$ cat src/verilog/xgmii_tx_pkg.sv
// shared types, xgmii characters and crc helpers for the axi-stream to xgmii transmitter
package xgmii_tx_pkg;

    // ------------------------------
    // widths
    // ------------------------------
    typedef logic [63:0] xgmii_data_t;   // 8 lanes with lane 0 in the low byte
    typedef logic [7:0]  xgmii_ctrl_t;   // one control bit per lane
    typedef logic [63:0] beat_data_t;
    typedef logic [7:0]  beat_keep_t;
    typedef logic [31:0] crc_t;
    typedef logic [3:0]  byte_cnt_t;     // valid bytes in the last beat, 1..8

    typedef enum logic [2:0] {
        st_idle,    // waiting for a frame
        st_data,    // streaming beats
        st_tail,    // final data word
        st_term,    // terminate word
        st_gap      // forced idle word
    } tx_state_e;

    // ------------------------------
    // xgmii characters
    // ------------------------------
    localparam logic [7:0] xgmii_idle   = 8'h07;
    localparam logic [7:0] xgmii_start  = 8'hfb;
    localparam logic [7:0] xgmii_term   = 8'hfd;
    localparam logic [7:0] xgmii_error  = 8'hfe;
    localparam logic [7:0] eth_preamble = 8'h55;
    localparam logic [7:0] eth_sfd      = 8'hd5;

    // whole words
    localparam xgmii_data_t idle_word_d  = {8{xgmii_idle}};
    localparam xgmii_ctrl_t idle_word_c  = 8'hff;
    localparam xgmii_data_t start_word_d = {eth_sfd, {6{eth_preamble}}, xgmii_start};
    localparam xgmii_ctrl_t start_word_c = 8'h01;
    localparam xgmii_ctrl_t err_word_c   = 8'h81;  // error in lane 0, terminate in lane 7

    // ------------------------------
    // crc-32 of ieee 802.3
    // ------------------------------
    localparam crc_t crc_preset = 32'hffff_ffff;
    localparam crc_t crc_poly   = 32'hedb8_8320;  // reflected form

    // one byte into the crc with lsb first as sent on the wire
    function automatic crc_t crc32_byte(crc_t crc, logic [7:0] b);
        crc_t c;
        c = crc ^ {24'h0, b};
        for (int i = 0; i < 8; i++) begin
            if (c[0]) begin
                c = (c >> 1) ^ crc_poly;
            end else begin
                c = c >> 1;
            end
        end
        return c;
    endfunction

    // swaps bit order of a crc word
    function automatic crc_t crc_rev(crc_t crc);
        crc_t r;
        for (int i = 0; i < 32; i++) begin
            r[i] = crc[31-i];
        end
        return r;
    endfunction

endpackage

$ cat src/verilog/crc32_d64.sv
// running crc-32 over 64-bit beats, keeps partial results for 1 to 8 leading bytes
module crc32_d64 (
    input  logic                     clk,
    input  logic                     rst,
    input  xgmii_tx_pkg::beat_data_t beat_i,
    input  logic                     beat_en_i,
    input  logic                     clear_i,
    input  xgmii_tx_pkg::byte_cnt_t  cnt_i,
    output xgmii_tx_pkg::crc_t       fcs_o
);

    // registers hold the crc msb-first while the byte update runs lsb-first
    xgmii_tx_pkg::crc_t run_q;          // crc over all full beats so far
    xgmii_tx_pkg::crc_t part_q [8];     // part_q[i] covers bytes 0..i of last beat
    xgmii_tx_pkg::crc_t chain  [9];
    logic [2:0]         sel;

    // ------------------------------
    // byte chain across the beat
    // ------------------------------
    always_comb begin
        chain[0] = xgmii_tx_pkg::crc_rev(run_q);
        for (int i = 0; i < 8; i++) begin
            chain[i+1] = xgmii_tx_pkg::crc32_byte(chain[i], beat_i[8*i +: 8]);
        end
    end

    always_ff @(posedge clk) begin
        if (rst) begin
            run_q <= xgmii_tx_pkg::crc_preset;
        end else if (clear_i) begin
            run_q <= xgmii_tx_pkg::crc_preset;   // ready for next frame
        end else if (beat_en_i) begin
            run_q <= xgmii_tx_pkg::crc_rev(chain[8]);
        end
    end

    // candidates for every possible last-beat length
    always_ff @(posedge clk) begin
        if (beat_en_i) begin
            for (int i = 0; i < 8; i++) begin
                part_q[i] <= xgmii_tx_pkg::crc_rev(chain[i+1]);
            end
        end
    end

    // ------------------------------
    // fcs select
    // ------------------------------
    // count 8 wraps to index 7
    assign sel   = cnt_i[2:0] - 3'd1;
    assign fcs_o = ~xgmii_tx_pkg::crc_rev(part_q[sel]);   // byte 0 goes out first

    // the controller clears the crc in the cycle the fcs is taken
    a_cnt_nonzero: assert property (@(posedge clk) disable iff (rst)
        clear_i |-> (cnt_i inside {[4'd1:4'd8]}));

endmodule

$ cat src/verilog/xgmii_tail_pack.sv
// packs the last beat, fcs and terminate into the tail and terminate words
module xgmii_tail_pack (
    input  xgmii_tx_pkg::beat_data_t  beat_i,
    input  xgmii_tx_pkg::byte_cnt_t   cnt_i,
    input  xgmii_tx_pkg::crc_t        fcs_i,
    output xgmii_tx_pkg::xgmii_data_t tail_d_o,
    output xgmii_tx_pkg::xgmii_ctrl_t tail_c_o,
    output xgmii_tx_pkg::xgmii_data_t term_d_o,
    output xgmii_tx_pkg::xgmii_ctrl_t term_c_o
);

    // byte order across the two words is data, fcs, terminate, idles
    always_comb begin
        tail_d_o = xgmii_tx_pkg::idle_word_d;
        tail_c_o = xgmii_tx_pkg::idle_word_c;
        term_d_o = xgmii_tx_pkg::idle_word_d;
        term_c_o = xgmii_tx_pkg::idle_word_c;

        case (cnt_i)
            4'd8: begin
                tail_d_o = beat_i;
                tail_c_o = 8'h00;
                term_d_o = {{3{xgmii_tx_pkg::xgmii_idle}}, xgmii_tx_pkg::xgmii_term, fcs_i};
                term_c_o = 8'hf0;
            end
            4'd7: begin
                tail_d_o = {fcs_i[7:0], beat_i[55:0]};
                tail_c_o = 8'h00;
                term_d_o = {{4{xgmii_tx_pkg::xgmii_idle}}, xgmii_tx_pkg::xgmii_term,
                            fcs_i[31:8]};
                term_c_o = 8'hf8;
            end
            4'd6: begin
                tail_d_o = {fcs_i[15:0], beat_i[47:0]};
                tail_c_o = 8'h00;
                term_d_o = {{5{xgmii_tx_pkg::xgmii_idle}}, xgmii_tx_pkg::xgmii_term,
                            fcs_i[31:16]};
                term_c_o = 8'hfc;
            end
            4'd5: begin
                tail_d_o = {fcs_i[23:0], beat_i[39:0]};
                tail_c_o = 8'h00;
                term_d_o = {{6{xgmii_tx_pkg::xgmii_idle}}, xgmii_tx_pkg::xgmii_term,
                            fcs_i[31:24]};
                term_c_o = 8'hfe;
            end
            4'd4: begin
                tail_d_o = {fcs_i, beat_i[31:0]};
                tail_c_o = 8'h00;
                term_d_o = {{7{xgmii_tx_pkg::xgmii_idle}}, xgmii_tx_pkg::xgmii_term};
                term_c_o = 8'hff;   // terminate alone in lane 0
            end
            // short tails carry terminate in the tail word and leave the second word idle
            4'd3: begin
                tail_d_o = {xgmii_tx_pkg::xgmii_term, fcs_i, beat_i[23:0]};
                tail_c_o = 8'h80;
            end
            4'd2: begin
                tail_d_o = {xgmii_tx_pkg::xgmii_idle, xgmii_tx_pkg::xgmii_term,
                            fcs_i, beat_i[15:0]};
                tail_c_o = 8'hc0;
            end
            4'd1: begin
                tail_d_o = {{2{xgmii_tx_pkg::xgmii_idle}}, xgmii_tx_pkg::xgmii_term,
                            fcs_i, beat_i[7:0]};
                tail_c_o = 8'he0;
            end
            default: begin
                tail_c_o = xgmii_tx_pkg::idle_word_c;   // no valid count leaves both idle
            end
        endcase
    end

endmodule

$ cat src/verilog/tx_frame_ctrl.sv
// frame controller for stream handshake, beat holding and xgmii word selection
module tx_frame_ctrl (
    input  logic                      clk,
    input  logic                      rst,
    input  xgmii_tx_pkg::beat_data_t  tdata_i,
    input  xgmii_tx_pkg::beat_keep_t  tkeep_i,
    input  logic                      tvalid_i,
    input  logic                      tlast_i,
    input  logic                      tuser_i,
    input  xgmii_tx_pkg::crc_t        fcs_i,
    input  xgmii_tx_pkg::xgmii_data_t tail_d_i,
    input  xgmii_tx_pkg::xgmii_ctrl_t tail_c_i,
    input  xgmii_tx_pkg::xgmii_data_t term_d_i,
    input  xgmii_tx_pkg::xgmii_ctrl_t term_c_i,
    output logic                      tready_o,
    output xgmii_tx_pkg::beat_data_t  beat_o,
    output logic                      beat_en_o,
    output logic                      clear_o,
    output xgmii_tx_pkg::byte_cnt_t   cnt_o,
    output xgmii_tx_pkg::xgmii_data_t xgmii_d_o,
    output xgmii_tx_pkg::xgmii_ctrl_t xgmii_c_o
);

    xgmii_tx_pkg::tx_state_e   state_q;
    xgmii_tx_pkg::beat_data_t  hold_q;     // beat waiting for its output slot
    xgmii_tx_pkg::beat_keep_t  keep_q;
    logic                      err_q;      // held beat carried tuser
    logic                      tready_q;
    xgmii_tx_pkg::xgmii_data_t xd_q;
    xgmii_tx_pkg::xgmii_ctrl_t xc_q;
    logic                      accept;
    xgmii_tx_pkg::byte_cnt_t   cnt;
    xgmii_tx_pkg::xgmii_data_t err_d;

    assign accept = tvalid_i & tready_q;

    // keep is contiguous from lane 0, so a popcount gives the length
    always_comb begin
        cnt = '0;
        for (int i = 0; i < 8; i++) begin
            cnt = cnt + xgmii_tx_pkg::byte_cnt_t'(keep_q[i]);
        end
    end

    // error in lane 0, terminate in lane 7, beat bytes in between
    assign err_d = {xgmii_tx_pkg::xgmii_term, hold_q[55:8], xgmii_tx_pkg::xgmii_error};

    // ------------------------------
    // beat holding register
    // ------------------------------
    always_ff @(posedge clk) begin
        if (accept) begin
            hold_q <= tdata_i;
            keep_q <= tkeep_i;
        end
    end

    // ------------------------------
    // frame fsm and output words
    // ------------------------------
    always_ff @(posedge clk) begin
        if (rst) begin
            state_q  <= xgmii_tx_pkg::st_gap;   // raises tready one cycle later
            tready_q <= 1'b0;
            err_q    <= 1'b0;
            xd_q     <= xgmii_tx_pkg::idle_word_d;
            xc_q     <= xgmii_tx_pkg::idle_word_c;
        end else begin
            if (accept) begin
                err_q <= tuser_i;
                if (tlast_i) begin
                    tready_q <= 1'b0;   // closed until the gap word is out
                end
            end

            case (state_q)
                xgmii_tx_pkg::st_idle: begin
                    xd_q <= xgmii_tx_pkg::idle_word_d;
                    xc_q <= xgmii_tx_pkg::idle_word_c;
                    if (accept) begin
                        xd_q    <= xgmii_tx_pkg::start_word_d;
                        xc_q    <= xgmii_tx_pkg::start_word_c;
                        state_q <= tlast_i ? xgmii_tx_pkg::st_tail : xgmii_tx_pkg::st_data;
                    end
                end
                xgmii_tx_pkg::st_data: begin
                    xd_q <= hold_q;   // one beat behind the input
                    xc_q <= 8'h00;
                    if (accept && tlast_i) begin
                        state_q <= xgmii_tx_pkg::st_tail;
                    end
                end
                xgmii_tx_pkg::st_tail: begin
                    if (err_q) begin
                        xd_q    <= err_d;
                        xc_q    <= xgmii_tx_pkg::err_word_c;
                        state_q <= xgmii_tx_pkg::st_gap;   // no fcs on an aborted frame
                    end else begin
                        xd_q <= tail_d_i;
                        xc_q <= tail_c_i;
                        if (cnt < 4'd4) begin
                            state_q <= xgmii_tx_pkg::st_gap;   // terminate already sent
                        end else begin
                            state_q <= xgmii_tx_pkg::st_term;
                        end
                    end
                end
                xgmii_tx_pkg::st_term: begin
                    xd_q    <= term_d_i;
                    xc_q    <= term_c_i;
                    state_q <= xgmii_tx_pkg::st_gap;
                end
                xgmii_tx_pkg::st_gap: begin
                    xd_q     <= xgmii_tx_pkg::idle_word_d;
                    xc_q     <= xgmii_tx_pkg::idle_word_c;
                    tready_q <= 1'b1;
                    state_q  <= xgmii_tx_pkg::st_idle;
                end
                default: begin
                    tready_q <= 1'b0;
                    state_q  <= xgmii_tx_pkg::st_gap;
                end
            endcase
        end
    end

    assign tready_o  = tready_q;
    assign beat_o    = hold_q;
    assign beat_en_o = accept;
    assign clear_o   = (state_q == xgmii_tx_pkg::st_tail);   // fcs taken this cycle
    assign cnt_o     = cnt;
    assign xgmii_d_o = xd_q;
    assign xgmii_c_o = xc_q;

    // ------------------------------
    // source protocol
    // ------------------------------
    a_keep_contig: assert property (@(posedge clk) disable iff (rst)
        accept && tlast_i |-> (tkeep_i inside {8'h01, 8'h03, 8'h07, 8'h0f,
                                               8'h1f, 8'h3f, 8'h7f, 8'hff}));

    // no bubbles between the first and last beat
    a_valid_hold: assert property (@(posedge clk) disable iff (rst)
        accept && !tlast_i |=> tvalid_i);

endmodule

$ cat src/verilog/axis_xgmii_tx.sv
// axi-stream to xgmii transmit adapter with crc-32 fcs insertion
module axis_xgmii_tx (
    input  logic                      clk,
    input  logic                      rst,
    input  xgmii_tx_pkg::beat_data_t  tdata_i,
    input  xgmii_tx_pkg::beat_keep_t  tkeep_i,
    input  logic                      tvalid_i,
    input  logic                      tlast_i,
    input  logic                      tuser_i,
    output logic                      tready_o,
    output xgmii_tx_pkg::xgmii_data_t xgmii_d_o,
    output xgmii_tx_pkg::xgmii_ctrl_t xgmii_c_o
);

    xgmii_tx_pkg::beat_data_t  beat_held;
    logic                      beat_en;
    logic                      clear;
    xgmii_tx_pkg::byte_cnt_t   cnt;
    xgmii_tx_pkg::crc_t        fcs;
    xgmii_tx_pkg::xgmii_data_t tail_d;
    xgmii_tx_pkg::xgmii_ctrl_t tail_c;
    xgmii_tx_pkg::xgmii_data_t term_d;
    xgmii_tx_pkg::xgmii_ctrl_t term_c;

    tx_frame_ctrl ctrl0 (
        .clk       (clk),
        .rst       (rst),
        .tdata_i   (tdata_i),
        .tkeep_i   (tkeep_i),
        .tvalid_i  (tvalid_i),
        .tlast_i   (tlast_i),
        .tuser_i   (tuser_i),
        .fcs_i     (fcs),
        .tail_d_i  (tail_d),
        .tail_c_i  (tail_c),
        .term_d_i  (term_d),
        .term_c_i  (term_c),
        .tready_o  (tready_o),
        .beat_o    (beat_held),
        .beat_en_o (beat_en),
        .clear_o   (clear),
        .cnt_o     (cnt),
        .xgmii_d_o (xgmii_d_o),
        .xgmii_c_o (xgmii_c_o)
    );

    // crc sees each beat in the cycle it is accepted
    crc32_d64 crc0 (
        .clk       (clk),
        .rst       (rst),
        .beat_i    (tdata_i),
        .beat_en_i (beat_en),
        .clear_i   (clear),
        .cnt_i     (cnt),
        .fcs_o     (fcs)
    );

    xgmii_tail_pack tail0 (
        .beat_i   (beat_held),
        .cnt_i    (cnt),
        .fcs_i    (fcs),
        .tail_d_o (tail_d),
        .tail_c_o (tail_c),
        .term_d_o (term_d),
        .term_c_o (term_c)
    );

endmodule

$ cat config.mk
export PLATFORM = sky130hd
export DESIGN_NAME = axis_xgmii_tx
export DESIGN_NICKNAME = d
export VERILOG_FILES = /design/src/verilog/xgmii_tx_pkg.sv /design/src/verilog/crc32_d64.sv /design/src/verilog/xgmii_tail_pack.sv /design/src/verilog/tx_frame_ctrl.sv /design/src/verilog/axis_xgmii_tx.sv
export SDC_FILE = /design/constraint.sdc
export NUM_CORES = 1
export LEC_CHECK = 0
export BUFFER_PORTS_ARGS = -buffer_cell sky130_fd_sc_hd__buf_4
export CAP_MARGIN = 15
export CORE_MARGIN = 1.5
export CORE_UTILIZATION = 57
export DETAILED_ROUTE_END_ITERATION = 12
export HOLD_SLACK_MARGIN = 0.08
export MAX_ROUTING_LAYER = met4
export PLACE_DENSITY = 0.78
export SLEW_MARGIN = 20
export SYNTH_ARGS = -nofsm -noshare
export SYNTH_HDL_FRONTEND = slang
export SYNTH_SLANG_ARGS = --single-unit
export TNS_END_PERCENT = 1
$ cat constraint.sdc
create_clock -name clk -period 13.45 [get_ports clk]
set_input_delay 2.69 -clock clk [delete_from_list [all_inputs] [get_ports clk]]
set_output_delay 2.69 -clock clk [all_outputs]
set_load 0.1 [all_outputs]
==> metrics.csv <==
stage;metric;value;unit
outcome;status;finished clean;
die;Rows;81;
synth;Post-synth ARST share;0;
cts;total CTS buffers;48;
setup_path;FF-to-FF End;crc0.run_q[13]$_SDFFE_PP1P_;
layout;fin util;0.651;
synth;cells after synthesis;2174;
global_routing;largest net degree at the start of global routing;112;
cts;clock-pin transition on the worst setup and hold timing paths;60;ps
cts;post-cts resize count;0;
detailed_routing;ANT nets after route;0;
die;Die Area;51200;um2
synth;synthesized flop and latch total;437;
hold_path;Worst Hold Launch;ctrl0.xgmii_d_o[36]$_SDFFE_PP0P_;
timing;Slew HR;0.131;
timing;final worst-path cycle share;0.796;
timing;setup TNS;0;ps
timing;Final Skew;16.7;ps
timing;min Tclk post-route;10700;ps
detailed_routing;DRT Pass-1 Iters;7;
synth;Post-synth top cells;361 x xnor2_1, 328 x edfxtp_1, 145 x xnor3_1;
place;RePlAce Congestion;1.05;
detailed_routing;drt drc;0;
synth;top cell type's share of synthesized area;0.347;
setup_path;R2R setup slack;4430;ps
synth;syn avg cell area;13.1;um2
setup_path;CP Class;primary input to register;
cts;worst-skew pair later-pin latency;630;ps
global_routing;GRT overflow;0;
hold_path;WHS Endpoint;ctrl0.xgmii_d_o[36]$_SDFFE_PP0P_;
synth;Netlist cell types;57;
detailed_routing;wirelength, routed;107000;um
cts;Clock Path Buffers;3;
setup_path;Reg-to-Reg Start;crc0.run_q[24]$_SDFFE_PP1P_;
timing;hold violation total from the final report;0;
timing;Fmax achieved;0.0934;GHz
timing;worst-margin pin slew;1270;ps
cts;cts hold-fix bufs;0;
global_routing;initial antenna violation count;1;
cts;CTS tree;done;
die;Initial Utilization;0.579;
layout;Final #Nets;2396;
run;max-cap violation count;0;
synth;Mapped Nets;2263;
synth;Yosys top cell by area;edfxtp_1;
cts;clock tree sinks;437;
setup_path;slowest stage delay, CP;900;ps
hold_path;class of the worst hold path;register to register;
global_routing;gr usage total;0.435;
cts;root buf cell;clkbuf_16;
setup_path;worst path buffer plus inverter count;3;
setup_path;Setup crit end kind;register;
global_routing;number of global-route vias before repair;18900;
setup_path;Startpoint Class;primary input;
detailed_routing;vias per cell;6.66;
die;Core Area;49100;um2
cts;H-tree levels;2;
synth;most frequent cell after synthesis;xnor2_1;
synth;Post-synth EDFFs;328;
detailed_routing;drt initial violations;3301;
synth;Syn Std Cell Area;28400;um2
setup_path;critical path data arrival time;11190;ps
hold_path;cell depth of the worst min-delay path;2;
setup_path;Worst Path Max Fanout;14;
setup_path;Slowest-stage cell, CP;xnor2_1;
timing;Slew Viols, Final;0;
cts;number of setup buffers added after CTS;0;
synth;Area contributors post-synth;edfxtp_1 35%, xnor3_1 11%, xnor2_1 11%, dfxtp_1 7.7%, mux4_2 5.1%;
synth;post-synthesis sequential area ratio;0.424;
place;post-DP HPWL;81700;um
setup_path;Req. time, crit path;13940;ps
die;die width;226;um
die;I/O Pins;150;
setup_path;CP Cell Sequence;buf_4 > xnor2_1 > xnor2_1 > inv_1 > xnor3_1 > buf_4 > xnor3_1 > xnor3_2 > xnor3_2 > xnor2_4 > xnor3_2 > xnor2_1 > xnor3_2 > xnor2_2 > xor3_1 > xnor2_1 > xor3_1 > nor2_1 > o21ai_1;
global_routing;global-route wire length before repair;148000;um
place;port bufs;149;
synth;Top FF cell, synth;edfxtp_1;
timing;RSZ-0062 raised after global routing;no;
setup_path;R2R depth;18;
detailed_routing;DR vias;20100;
layout;Layout Area Growth over Synthesis;12.5;%
timing;final setup fails;0;
detailed_routing;WL per Instance;35.5;um
setup_path;Top delay family on crit path;XOR/XNOR gates;
layout;fillers;3662;
synth;Syn. warnings;0;
die;Die H;226;um
layout;share of cells above drive strength 1;0.186;
through the flow:
stage / setup slack [ps] / area [um2] / cells / hold slack [ps]
finish: 2750 / 31900 / 3014 / 456
global route: 2680 / 31900 / 3012 / 471
CTS: 2760 / 31900 / 3010 / 460
detailed placement: 2190 / 30300 / 2920 / 451
global placement: 2230 / 30300 / 2920 / 435
floorplan: 359 / 28400 / 2174 / 438
sequential cells by signal (all words and copies together), names as in the netlist:
signal / flops
crc0.part_q: 256
crc0.run_q: 32
ctrl0.beat_o: 64
ctrl0.err_q: 1
ctrl0.keep_q: 8
ctrl0.state_q: 3
ctrl0.tready_o: 1
ctrl0.xgmii_c_o: 8
ctrl0.xgmii_d_o: 64
layout by cell type (no fill, tap or decap), types with 31 or more instances in the layout:
cell type,instances
xnor2_1,359
edfxtp_1,328
buf_4,196
xnor3_1,145
a21oi_1,141
xor2_1,125
nor2_1,110
dfxtp_1,109
nand2_1,108
o21ai_0,74
a22oi_1,66
mux4_2,64
clkbuf_16,51
inv_1,43
a221oi_1,38
xnor2_2,33
mux2i_1,31
per-layer routing:
layer	vias up	GRT usage	routed length, um
li1	8225	-	-
met1	10000	0.557	38800
met2	1505	0.650	48700
met3	328	0.0860	12100
met4	0	0.243	7500
met5	-	-	0
cells by family (layout without fill, tap and decap cells):
group	after synthesis	count (layout)	synth area share
muxes	96	96	0.0620
xor gates and xnor gates	733	733	0.342
buffers and inverters	163	336	0.0228
DFF	437	437	0.424
and+or+nand+nor	312	312	0.0474
adders and majority gates	12	12	0.00634
AOI/OAI and AO/OA	421	421	0.0961
other	0	3	0
area by class of cell:
cell class | instances | area [um2] | share of cell area
multi-input cells | 1574 | 15800 | 0.494
clock inverters | 25 | 206 | 0.00646
inverters | 47 | 184 | 0.00576
repair buffers | 199 | 1520 | 0.0476
diodes | 3 | 7.51 | 0.000235
clock buffers | 65 | 1390 | 0.0435
flip-flops and latches | 437 | 12000 | 0.377
well taps | 664 | 831 | 0.0260
worst register-to-register path: cells and delay by family, from the launching register on:
family	cells	cell delay, ps
compound gates	1	80
buf+inv	2	510
xor+xnor	14	7700
flops	1	510
simple gates	1	100
worst max path at each step:
stage | from | end | slack [ps] | depth (start not counted)
finish | tdata_i[7] | crc0.run_q[13]$_SDFFE_PP1P_ | 2750 | 19
global route | tdata_i[2] | crc0.run_q[13]$_SDFFE_PP1P_ | 2680 | 16
CTS | tdata_i[7] | crc0.run_q[13]$_SDFFE_PP1P_ | 2760 | 19
detailed placement | tdata_i[7] | crc0.run_q[13]$_SDFFE_PP1P_ | 2190 | 19
global placement | tdata_i[7] | crc0.run_q[13]$_SDFFE_PP1P_ | 2230 | 19
floorplan | tvalid_i | crc0.part_q[0][0]$_DFFE_PP_ | 360 | 4
Power is left out: the tool's default activity adds up to more than one toggle a clock period on the data nets, which glitch-free logic cannot reach.
